===== src/design/comp_engine_pkg.sv =====
`default_nettype none

package comp_engine_pkg;

    // bus and compressor widths
    parameter int AHB_DATA_W  = 32;
    parameter int AHB_ADDR_W  = 32;
    parameter int COMP_DATA_W = 64;

    // 16-beat word bursts
    parameter int BEATS_PER_BURST = 16;

    // 128-byte source blocks, 64-byte compressed results
    parameter int RD_BLK_SHIFT = 7;
    parameter int WR_BLK_SHIFT = 6;

    // standard AHB transfer types
    typedef enum logic [1:0] {
        HTRANS_IDLE   = 2'b00,
        HTRANS_BUSY   = 2'b01,
        HTRANS_NONSEQ = 2'b10,
        HTRANS_SEQ    = 2'b11
    } htrans_e;

    // two read bursts, compression wait, one write burst
    typedef enum logic [3:0] {
        S_IDLE,
        S_RD1_BUSREQ,
        S_RD1_1ST_ADDR,
        S_RD1_MIDDLE,
        S_RD1_LAST_DATA,
        S_RD2_BUSREQ,
        S_RD2_1ST_ADDR,
        S_RD2_MIDDLE,
        S_RD2_LAST_DATA,
        S_COMP,
        S_WR_BUSREQ,
        S_WR_1ST_ADDR,
        S_WR_MIDDLE,
        S_WR_LAST_DATA
    } eng_state_e;

endpackage

`default_nettype wire


===== src/design/comp_engine_fsm.sv =====
`timescale 1ns/10ps
`default_nettype none

module comp_engine_fsm
    import comp_engine_pkg::*;
#(
    parameter int LEN_W = 25
) (
    input  wire logic                   clk,
    input  wire logic                   rst_n,

    input  wire logic [AHB_ADDR_W-1:0]  src_addr_i,
    input  wire logic [AHB_ADDR_W-1:0]  dst_addr_i,
    input  wire logic [LEN_W-1:0]       len_i,
    input  wire logic                   start_i,
    output logic                        done_o,

    input  wire logic                   hgrant_i,
    input  wire logic                   hready_i,
    output logic                        hbusreq_o,
    output logic [AHB_ADDR_W-1:0]       haddr_o,
    output htrans_e                     htrans_o,
    output logic                        hwrite_o,
    output logic [AHB_DATA_W-1:0]       hwdata_o,

    input  wire logic [2:0]             comp_done_i,
    input  wire logic [COMP_DATA_W-1:0] owner_data_i,

    output logic                        beat_en_o,
    output logic [4:0]                  beat_cnt_o,
    output logic                        sel_load_o,
    output logic [2:0]                  buf_addr_o
);

    // beat counter thresholds, second read burst continues at 16
    localparam logic [4:0] RD1_REQ_OFF = 5'(BEATS_PER_BURST - 3);
    localparam logic [4:0] RD1_LAST    = 5'(BEATS_PER_BURST - 2);
    localparam logic [4:0] RD2_REQ_OFF = 5'(2 * BEATS_PER_BURST - 3);
    localparam logic [4:0] RD2_LAST    = 5'(2 * BEATS_PER_BURST - 2);
    localparam logic [4:0] WR_REQ_OFF  = 5'(BEATS_PER_BURST - 2);
    localparam logic [4:0] WR_LAST     = 5'(BEATS_PER_BURST - 1);

    eng_state_e              state, state_n;
    logic [LEN_W-1:0]        blk_cnt, blk_cnt_n;
    logic [LEN_W-1:0]        blk_cnt_inc;
    logic [4:0]              beat_cnt, beat_cnt_n;

    logic                    hbusreq, hbusreq_n;
    logic [AHB_ADDR_W-1:0]   haddr, haddr_n;
    htrans_e                 htrans, htrans_n;
    logic                    hwrite, hwrite_n;
    logic [AHB_DATA_W-1:0]   hwdata, hwdata_n;

    logic [AHB_DATA_W-1:0]   wr_half;

    assign blk_cnt_inc = blk_cnt + 1'b1;

    // even beat carries the upper half of the result word
    assign wr_half = beat_cnt[0] ? owner_data_i[31:0] : owner_data_i[63:32];

    // ------------------------------------------------------------------------
    // next state and bus control
    // ------------------------------------------------------------------------
    always_comb begin
        state_n   = state;
        blk_cnt_n = blk_cnt;
        beat_cnt_n = beat_cnt;
        hbusreq_n = hbusreq;
        haddr_n   = haddr;
        htrans_n  = htrans;
        hwrite_n  = hwrite;
        hwdata_n  = hwdata;
        beat_en_o = 1'b0;
        sel_load_o = 1'b0;

        case (state)
            S_IDLE: begin
                if (start_i && (len_i != '0)) begin
                    blk_cnt_n = '0;
                    hbusreq_n = 1'b1;
                    state_n   = S_RD1_BUSREQ;
                end
            end
            S_RD1_BUSREQ: begin
                if (hgrant_i) begin
                    haddr_n  = src_addr_i + (AHB_ADDR_W'(blk_cnt) << RD_BLK_SHIFT);
                    htrans_n = HTRANS_NONSEQ;
                    hwrite_n = 1'b0;
                    state_n  = S_RD1_1ST_ADDR;
                end
            end
            S_RD1_1ST_ADDR: begin
                if (hready_i) begin
                    haddr_n    = haddr + 'd4;
                    htrans_n   = HTRANS_SEQ;
                    // reads count data phases
                    beat_cnt_n = '0;
                    state_n    = S_RD1_MIDDLE;
                end
            end
            S_RD1_MIDDLE: begin
                if (hready_i) begin
                    haddr_n    = haddr + 'd4;
                    beat_en_o  = 1'b1;
                    beat_cnt_n = beat_cnt + 1'b1;
                    if (beat_cnt == RD1_REQ_OFF) begin
                        hbusreq_n = 1'b0;
                    end
                    if (beat_cnt == RD1_LAST) begin
                        htrans_n = HTRANS_IDLE;
                        state_n  = S_RD1_LAST_DATA;
                    end
                end
            end
            S_RD1_LAST_DATA: begin
                if (hready_i) begin
                    beat_en_o  = 1'b1;
                    beat_cnt_n = beat_cnt + 1'b1;
                    hbusreq_n  = 1'b1;
                    state_n    = S_RD2_BUSREQ;
                end
            end
            S_RD2_BUSREQ: begin
                // address already sits at the second half of the block
                if (hgrant_i) begin
                    htrans_n = HTRANS_NONSEQ;
                    state_n  = S_RD2_1ST_ADDR;
                end
            end
            S_RD2_1ST_ADDR: begin
                if (hready_i) begin
                    haddr_n  = haddr + 'd4;
                    htrans_n = HTRANS_SEQ;
                    state_n  = S_RD2_MIDDLE;
                end
            end
            S_RD2_MIDDLE: begin
                if (hready_i) begin
                    haddr_n    = haddr + 'd4;
                    beat_en_o  = 1'b1;
                    beat_cnt_n = beat_cnt + 1'b1;
                    if (beat_cnt == RD2_REQ_OFF) begin
                        hbusreq_n = 1'b0;
                    end
                    if (beat_cnt == RD2_LAST) begin
                        htrans_n = HTRANS_IDLE;
                        state_n  = S_RD2_LAST_DATA;
                    end
                end
            end
            S_RD2_LAST_DATA: begin
                if (hready_i) begin
                    beat_en_o  = 1'b1;
                    beat_cnt_n = beat_cnt + 1'b1;
                    state_n    = S_COMP;
                end
            end
            S_COMP: begin
                if (&comp_done_i) begin
                    sel_load_o = 1'b1;
                    hbusreq_n  = 1'b1;
                    state_n    = S_WR_BUSREQ;
                end
            end
            S_WR_BUSREQ: begin
                if (hgrant_i) begin
                    haddr_n    = dst_addr_i + (AHB_ADDR_W'(blk_cnt) << WR_BLK_SHIFT);
                    htrans_n   = HTRANS_NONSEQ;
                    hwrite_n   = 1'b1;
                    // writes count address phases
                    beat_cnt_n = '0;
                    state_n    = S_WR_1ST_ADDR;
                end
            end
            S_WR_1ST_ADDR: begin
                if (hready_i) begin
                    haddr_n    = haddr + 'd4;
                    htrans_n   = HTRANS_SEQ;
                    beat_cnt_n = beat_cnt + 1'b1;
                    hwdata_n   = wr_half;
                    state_n    = S_WR_MIDDLE;
                end
            end
            S_WR_MIDDLE: begin
                if (hready_i) begin
                    haddr_n    = haddr + 'd4;
                    beat_cnt_n = beat_cnt + 1'b1;
                    hwdata_n   = wr_half;
                    if (beat_cnt == WR_REQ_OFF) begin
                        hbusreq_n = 1'b0;
                    end
                    if (beat_cnt == WR_LAST) begin
                        htrans_n = HTRANS_IDLE;
                        state_n  = S_WR_LAST_DATA;
                    end
                end
            end
            S_WR_LAST_DATA: begin
                if (hready_i) begin
                    blk_cnt_n = blk_cnt_inc;
                    if (blk_cnt_inc == len_i) begin
                        state_n = S_IDLE;
                    end else begin
                        hbusreq_n = 1'b1;
                        state_n   = S_RD1_BUSREQ;
                    end
                end
            end
            default: begin
                state_n = S_IDLE;
            end
        endcase
    end

    always_ff @(posedge clk) begin
        if (!rst_n) begin
            state    <= S_IDLE;
            blk_cnt  <= '0;
            beat_cnt <= '0;
            hbusreq  <= 1'b0;
            htrans   <= HTRANS_IDLE;
            hwrite   <= 1'b0;
        end else begin
            state    <= state_n;
            blk_cnt  <= blk_cnt_n;
            beat_cnt <= beat_cnt_n;
            hbusreq  <= hbusreq_n;
            htrans   <= htrans_n;
            hwrite   <= hwrite_n;
        end
    end

    // address and write data payload
    always_ff @(posedge clk) begin
        haddr  <= haddr_n;
        hwdata <= hwdata_n;
    end

    // ------------------------------------------------------------------------
    // outputs
    // ------------------------------------------------------------------------
    // low while a start is presented so a status poll never sees stale done
    assign done_o = (state == S_IDLE) && !start_i;

    assign hbusreq_o  = hbusreq;
    assign haddr_o    = haddr;
    assign htrans_o   = htrans;
    assign hwrite_o   = hwrite;
    assign hwdata_o   = hwdata;
    assign beat_cnt_o = beat_cnt;
    assign buf_addr_o = beat_cnt[3:1];

endmodule

`default_nettype wire


===== src/design/rd_beat_packer.sv =====
`timescale 1ns/10ps
`default_nettype none

module rd_beat_packer
    import comp_engine_pkg::*;
(
    input  wire logic                  clk,
    input  wire logic                  rst_n,

    input  wire logic                  beat_en_i,
    input  wire logic [4:0]            beat_cnt_i,
    input  wire logic [AHB_DATA_W-1:0] hrdata_i,

    output logic                       comp_wren_o,
    output logic                       comp_sop_o,
    output logic                       comp_eop_o,
    output logic [COMP_DATA_W-1:0]     comp_wdata_o
);

    logic                   odd_beat;
    logic [3:0]             pair_idx;
    logic [COMP_DATA_W-1:0] wdata;

    assign odd_beat = beat_cnt_i[0];

    // word index within the block
    assign pair_idx = beat_cnt_i[4:1];

    // ------------------------------------------------------------------------
    // strobes, one cycle after the odd beat
    // ------------------------------------------------------------------------
    always_ff @(posedge clk) begin
        if (!rst_n) begin
            comp_wren_o <= 1'b0;
            comp_sop_o  <= 1'b0;
            comp_eop_o  <= 1'b0;
        end else begin
            comp_wren_o <= beat_en_i && odd_beat;
            comp_sop_o  <= beat_en_i && odd_beat && (pair_idx == 4'd0);
            comp_eop_o  <= beat_en_i && odd_beat && (pair_idx == 4'hf);
        end
    end

    // even beat fills the upper half, odd beat the lower half
    always_ff @(posedge clk) begin
        if (beat_en_i) begin
            if (odd_beat) begin
                wdata[31:0] <= hrdata_i;
            end else begin
                wdata[63:32] <= hrdata_i;
            end
        end
    end

    assign comp_wdata_o = wdata;

endmodule

`default_nettype wire


===== src/design/comp_result_select.sv =====
`timescale 1ns/10ps
`default_nettype none

module comp_result_select
    import comp_engine_pkg::*;
(
    input  wire logic                   clk,
    input  wire logic                   rst_n,

    input  wire logic                   sel_load_i,
    input  wire logic [2:0]             comp_fail_i,

    input  wire logic [COMP_DATA_W-1:0] comp0_rdata_i,
    input  wire logic [COMP_DATA_W-1:0] comp1_rdata_i,
    input  wire logic [COMP_DATA_W-1:0] comp2_rdata_i,

    output logic [COMP_DATA_W-1:0]      owner_data_o
);

    logic [1:0] owner;
    logic [1:0] winner;

    // first compressor that did not fail, 0 when all failed
    always_comb begin
        if (!comp_fail_i[0]) begin
            winner = 2'd0;
        end else if (!comp_fail_i[1]) begin
            winner = 2'd1;
        end else if (!comp_fail_i[2]) begin
            winner = 2'd2;
        end else begin
            winner = 2'd0;
        end
    end

    always_ff @(posedge clk) begin
        if (!rst_n) begin
            owner <= 2'd0;
        end else if (sel_load_i) begin
            owner <= winner;
        end
    end

    // buffers answer combinationally at buf_addr
    always_comb begin
        case (owner)
            2'd1:    owner_data_o = comp1_rdata_i;
            2'd2:    owner_data_o = comp2_rdata_i;
            default: owner_data_o = comp0_rdata_i;
        endcase
    end

endmodule

`default_nettype wire


===== src/design/comp_engine_top.sv =====
`timescale 1ns/10ps
`default_nettype none

module comp_engine_top
    import comp_engine_pkg::*;
#(
    parameter int LEN_W = 25
) (
    input  wire logic                   clk,
    input  wire logic                   rst_n,

    // job control
    input  wire logic [AHB_ADDR_W-1:0]  src_addr_i,
    input  wire logic [AHB_ADDR_W-1:0]  dst_addr_i,
    input  wire logic [LEN_W-1:0]       len_i,
    input  wire logic                   start_i,
    output logic                        done_o,

    // AHB master
    input  wire logic                   hgrant_i,
    input  wire logic                   hready_i,
    input  wire logic [AHB_DATA_W-1:0]  hrdata_i,
    output logic                        hbusreq_o,
    output logic [AHB_ADDR_W-1:0]       haddr_o,
    output htrans_e                     htrans_o,
    output logic                        hwrite_o,
    output logic [AHB_DATA_W-1:0]       hwdata_o,

    // compressor stream and status
    output logic                        comp_wren_o,
    output logic                        comp_sop_o,
    output logic                        comp_eop_o,
    output logic [COMP_DATA_W-1:0]      comp_wdata_o,
    input  wire logic [2:0]             comp_done_i,
    input  wire logic [2:0]             comp_fail_i,

    // result buffers
    output logic [2:0]                  buf_addr_o,
    input  wire logic [COMP_DATA_W-1:0] comp0_rdata_i,
    input  wire logic [COMP_DATA_W-1:0] comp1_rdata_i,
    input  wire logic [COMP_DATA_W-1:0] comp2_rdata_i
);

    logic                   beat_en;
    logic [4:0]             beat_cnt;
    logic                   sel_load;
    logic [COMP_DATA_W-1:0] owner_data;

    comp_engine_fsm #(
        .LEN_W (LEN_W)
    ) i_fsm (
        .clk          (clk),
        .rst_n        (rst_n),
        .src_addr_i   (src_addr_i),
        .dst_addr_i   (dst_addr_i),
        .len_i        (len_i),
        .start_i      (start_i),
        .done_o       (done_o),
        .hgrant_i     (hgrant_i),
        .hready_i     (hready_i),
        .hbusreq_o    (hbusreq_o),
        .haddr_o      (haddr_o),
        .htrans_o     (htrans_o),
        .hwrite_o     (hwrite_o),
        .hwdata_o     (hwdata_o),
        .comp_done_i  (comp_done_i),
        .owner_data_i (owner_data),
        .beat_en_o    (beat_en),
        .beat_cnt_o   (beat_cnt),
        .sel_load_o   (sel_load),
        .buf_addr_o   (buf_addr_o)
    );

    rd_beat_packer i_packer (
        .clk          (clk),
        .rst_n        (rst_n),
        .beat_en_i    (beat_en),
        .beat_cnt_i   (beat_cnt),
        .hrdata_i     (hrdata_i),
        .comp_wren_o  (comp_wren_o),
        .comp_sop_o   (comp_sop_o),
        .comp_eop_o   (comp_eop_o),
        .comp_wdata_o (comp_wdata_o)
    );

    comp_result_select i_select (
        .clk           (clk),
        .rst_n         (rst_n),
        .sel_load_i    (sel_load),
        .comp_fail_i   (comp_fail_i),
        .comp0_rdata_i (comp0_rdata_i),
        .comp1_rdata_i (comp1_rdata_i),
        .comp2_rdata_i (comp2_rdata_i),
        .owner_data_o  (owner_data)
    );

endmodule

`default_nettype wire


===== config.mk =====
export PLATFORM = sky130hd
export DESIGN_NAME = comp_engine_top
export DESIGN_NICKNAME = d
export VERILOG_FILES = /design/src/design/comp_engine_pkg.sv /design/src/design/comp_engine_fsm.sv /design/src/design/rd_beat_packer.sv /design/src/design/comp_result_select.sv /design/src/design/comp_engine_top.sv
export SDC_FILE = /design/constraint.sdc
export NUM_CORES = 1
export LEC_CHECK = 0
export ABC_AREA = 1
export BUFFER_PORTS_ARGS = -buffer_cell sky130_fd_sc_hd__buf_4
export CORE_AREA = 2 2 179 181
export DETAILED_ROUTE_END_ITERATION = 12
export DIE_AREA = 0 0 181 183
export HOLD_SLACK_MARGIN = 0.12
export PLACE_DENSITY = 0.75
export REMOVE_ABC_BUFFERS = 1
export SLEW_MARGIN = 20
export SYNTH_ARGS = -nofsm -noshare
export SYNTH_HDL_FRONTEND = slang
export SYNTH_SLANG_ARGS = --single-unit

===== constraint.sdc =====
create_clock -name clk -period 3.4 [get_ports clk]
set_input_delay 0 -clock clk [delete_from_list [all_inputs] [get_ports clk]]
set_output_delay 0 -clock clk [all_outputs]
set_load 0.01 [all_outputs]

==> results_dict.tcl <==
set metrics [dict create \
    outcome "finished clean" \
    hold_violations 0 \
    cts.sinks 171 \
    drv_cap 0 \
    grt_max_degree 67 \
    place_area_sq_mm 0.0161 \
    grt_use_total_pct 31.5 \
    grt_setup_unrepaired "false" \
    min_path_type "primary input to flip-flop" \
    worst_slew_pin_slew_ns 1.07 \
    multi_input_area_sq_mm 0.00668 \
    grt_pass1_vias 13315 \
    start_kind "flip-flop" \
    r2r_cells 5 \
    drt_iter0_markers 1761 \
    crit_path_end "i_fsm.hwdata_o[10]" \
    regToRegStartpoint "i_select.owner[0]" \
    endpoint_kind "flip-flop" \
    worstPathRequired_ns 3.71 \
    crit_type "flip-flop to flip-flop" \
    synth.avg_cell_area_sq_um 7.73 \
    r2r-end "i_fsm.hwdata_o[10]" \
    syn_inst 1575 \
    synthFlopType "edfxtp_1" \
    netlist-cell-type-count 52 \
    leakage_nw 7.84 \
    dp_worst_setup_slack_ns 0.724 \
    dp_hpwl_microns 43400 \
    finalSetupViolations 0 \
    cp-startpoint "i_select.owner[0]" \
    syn_to_final_growth_pct 47.3 \
    vias 14470 \
    yosysMostFrequentCell "nand2_1" \
    synth_common_cells "nand2_1, nor2_1, inv_1" \
    antennaDiodeCount 0 \
    stdcell_area_sq_mm 0.0179 \
    grt_overflow 0 \
    grt_pass1_wl_microns 79400 \
    dp_cells 2403 \
    drt_wl_total_microns 54500 \
    yosysTopAreaCell "edfxtp_1" \
    r2r_slack_ns 0.49 \
    max_slew_margin_pct 28.8 \
    dieArea_sq_mm 0.0331 \
    num-fill-cells 2867 \
    synth_area_leaders "edfxtp_1, nand2_1, dfxtp_1" \
    ys_async_sr_fraction_pct 0 \
    max_freq_ghz 0.344 \
    min_period_over_period_pct 85.5 \
    cts_buffers 17 \
    synth_edf_count 128 \
    postLayoutSetupSlackWorst_ns 0.494 \
    die_x_microns 181 \
    firstDrtPassIters 6 \
    fin_crit_ns 2.91 \
    fin_cells 2556 \
    ys_ff_latch 171 \
    antenna_found_initial 4 \
    portBuffers 462 \
    critPathArrivalTime_ns 3.22 \
    slew_viol_final 0 \
    yosysSeqAreaShare_pct 38.7 \
    drc 0 \
    synth_top_cell_area_share_pct 31.6 \
    ir_worst_vdd_mv 0.415 \
    skew_ns 0.0197 \
    cts_tree "done" \
    place.gp.congestion 1.01 \
    vias_per_cell 5.66 \
    initial_core_util_pct 39.0 \
    core_area_sq_mm 0.0312 \
    clkTransAtPathRegs_ns 0.08 \
    power_density_mw_per_mm2 474 \
    yosys_warnings 0 \
    seqCellArea_sq_mm 0.00471 \
    root_buffer "clkbuf_16" \
    tns_ns 0 \
    htree_levels 4 \
    path_max_fanout 64 \
    synth_area_sq_mm 0.0122 \
    die_y_microns 183 \
    drive_gt1_share_pct 26.8 \
    wl_per_cell_microns 21.3 \
    cts_buffer_depth 2 \
    insertion_delay_ns 0.44 \
    cts_setup_buffers 0 \
    drt.antenna.violating_nets 0 \
    ios 463 \
    rows 65 \
    nets 2524 \
]
==> power by group <==
group	switching, mW	internal [mW]	leakage [nW]
Sequential	0.326	2.71	1.52
Combinational	1.95	1.45	6.02
Clock	0.994	1.07	0.303
==> placed cells by master, fill, tap and decap left out, types with 3 or more instances in the layout <==
| cell type | netlist | layout |
|---|---|---|
| o21a_1 | 3 | 3 |
| dlygate4sd3_1 | 0 | 121 |
| inv_1 | 146 | 144 |
| o21bai_2 | 3 | 3 |
| edfxtp_1 | 128 | 128 |
| nand3_1 | 136 | 136 |
| nand2_2 | 5 | 5 |
| inv_8 | 0 | 5 |
| nand2_1 | 327 | 327 |
| o21ai_1 | 6 | 6 |
| nor4_1 | 10 | 10 |
| a21oi_1 | 117 | 116 |
| a211oi_1 | 7 | 7 |
| o21ai_0 | 97 | 97 |
| o21ai_2 | 3 | 3 |
| o221ai_1 | 6 | 6 |
| o211ai_1 | 14 | 14 |
| dfxtp_1 | 43 | 42 |
| xnor2_1 | 9 | 9 |
| nand4_1 | 29 | 29 |
| buf_4 | 5 | 483 |
| or2_2 | 18 | 18 |
| clkinv_8 | 0 | 4 |
| nor2_1 | 151 | 148 |
| clkinv_4 | 0 | 3 |
| clkbuf_16 | 0 | 17 |
| o32ai_1 | 32 | 32 |
| inv_2 | 8 | 9 |
| xor2_1 | 16 | 16 |
| nor3_1 | 22 | 22 |
| ha_1 | 57 | 55 |
| a21o_1 | 7 | 7 |
| nor2_2 | 9 | 9 |
| a31oi_1 | 7 | 7 |
| a221oi_1 | 65 | 65 |
| nand3b_1 | 3 | 3 |
| o21bai_1 | 7 | 7 |
| nor2_4 | 4 | 7 |
==> what timing repair did <==
action	4_1_cts	5_1_grt
endpoints found under the setup margin	0	0
hold endpoints to repair	123	0
resized for setup	0	0
hold buffers	121	0
==> per-layer routing <==
layer	up-vias	GRT usage, %	share of wire [%]
met2	859	48.3	44
met1	6729	45.1	43
li1	6776	-	-
met3	98	6.93	11
met4	8	7.74	2.2
met5	-	0	0.083
==> worst min-delay path by stage <==
stage              startpoint                   endpoint  slack [ns]  depth (start not counted)
4_1_cts        dst_addr_i[30]          i_fsm.haddr_o[30]        0.13                          4
6_report             hready_i            i_fsm.hbusreq_o        0.14                          4
2_1_floorplan         start_i                     done_o        0.05                          1
3_5_place_dp      hrdata_i[7]  i_packer.comp_wdata_o[39]        0.19                          1
3_3_place_gp     hrdata_i[22]  i_packer.comp_wdata_o[54]        0.19                          1
5_1_grt              hready_i            i_fsm.hbusreq_o        0.17                          4
==> critical path: stages (launching register included) <==
cell and delay [ns]:
dfxtp_1 0.36, inv_1 0.06, ha_2 1.02, o21ai_0 0.47, o32ai_1 0.25, dlygate4sd3_1 0.59
==> logic make-up after synthesis <==
kind of cell | share of synthesized area, %
adder cells (fa/ha/maj) | 6.19
flip-flops | 38.7
XOR/XNOR | 1.80
AND/OR/NAND/NOR | 26.2
AO/OA/AOI/OAI | 20.4
buffers and inverters | 6.74
==> cell type report <==
| cell class | instances | area share, % |
|---|---|---|
| Inverter | 155 | 3.25 |
| Timing Repair Buffer | 604 | 27.0 |
| Clock inverter | 15 | 1.09 |
| Clock buffer | 17 | 2.37 |
| Multi-Input combinational cell | 1192 | 37.2 |
| Tap cell | 402 | 2.81 |
| Sequential cell | 171 | 26.3 |
==> sequential cells by signal, indices dropped and copies added, names as in the netlist <==
register,count
i_fsm.hbusreq_o,1
i_fsm.beat_cnt_o,5
i_fsm.haddr_o,32
i_select.owner,2
i_packer.comp_wdata_o,64
i_fsm.hwrite_o,1
i_packer.comp_sop_o,1
i_fsm.state,4
i_fsm.blk_cnt,25
i_packer.comp_wren_o,1
i_packer.comp_eop_o,1
i_fsm.hwdata_o,32
i_fsm.htrans_o,2
==> through the flow <==
stage	util (%)	total power, mW	hold slack, ns
2_1_floorplan	-	4.59	0.0544
3_3_place_gp	51.5	6.09	0.187
3_5_place_dp	51.5	6.12	0.188
4_1_cts	57.4	8.46	0.126
5_1_grt	57.4	8.92	0.171
6_report	57.4	8.50	0.140
Note: power is estimated with default switching activity, not from simulation.
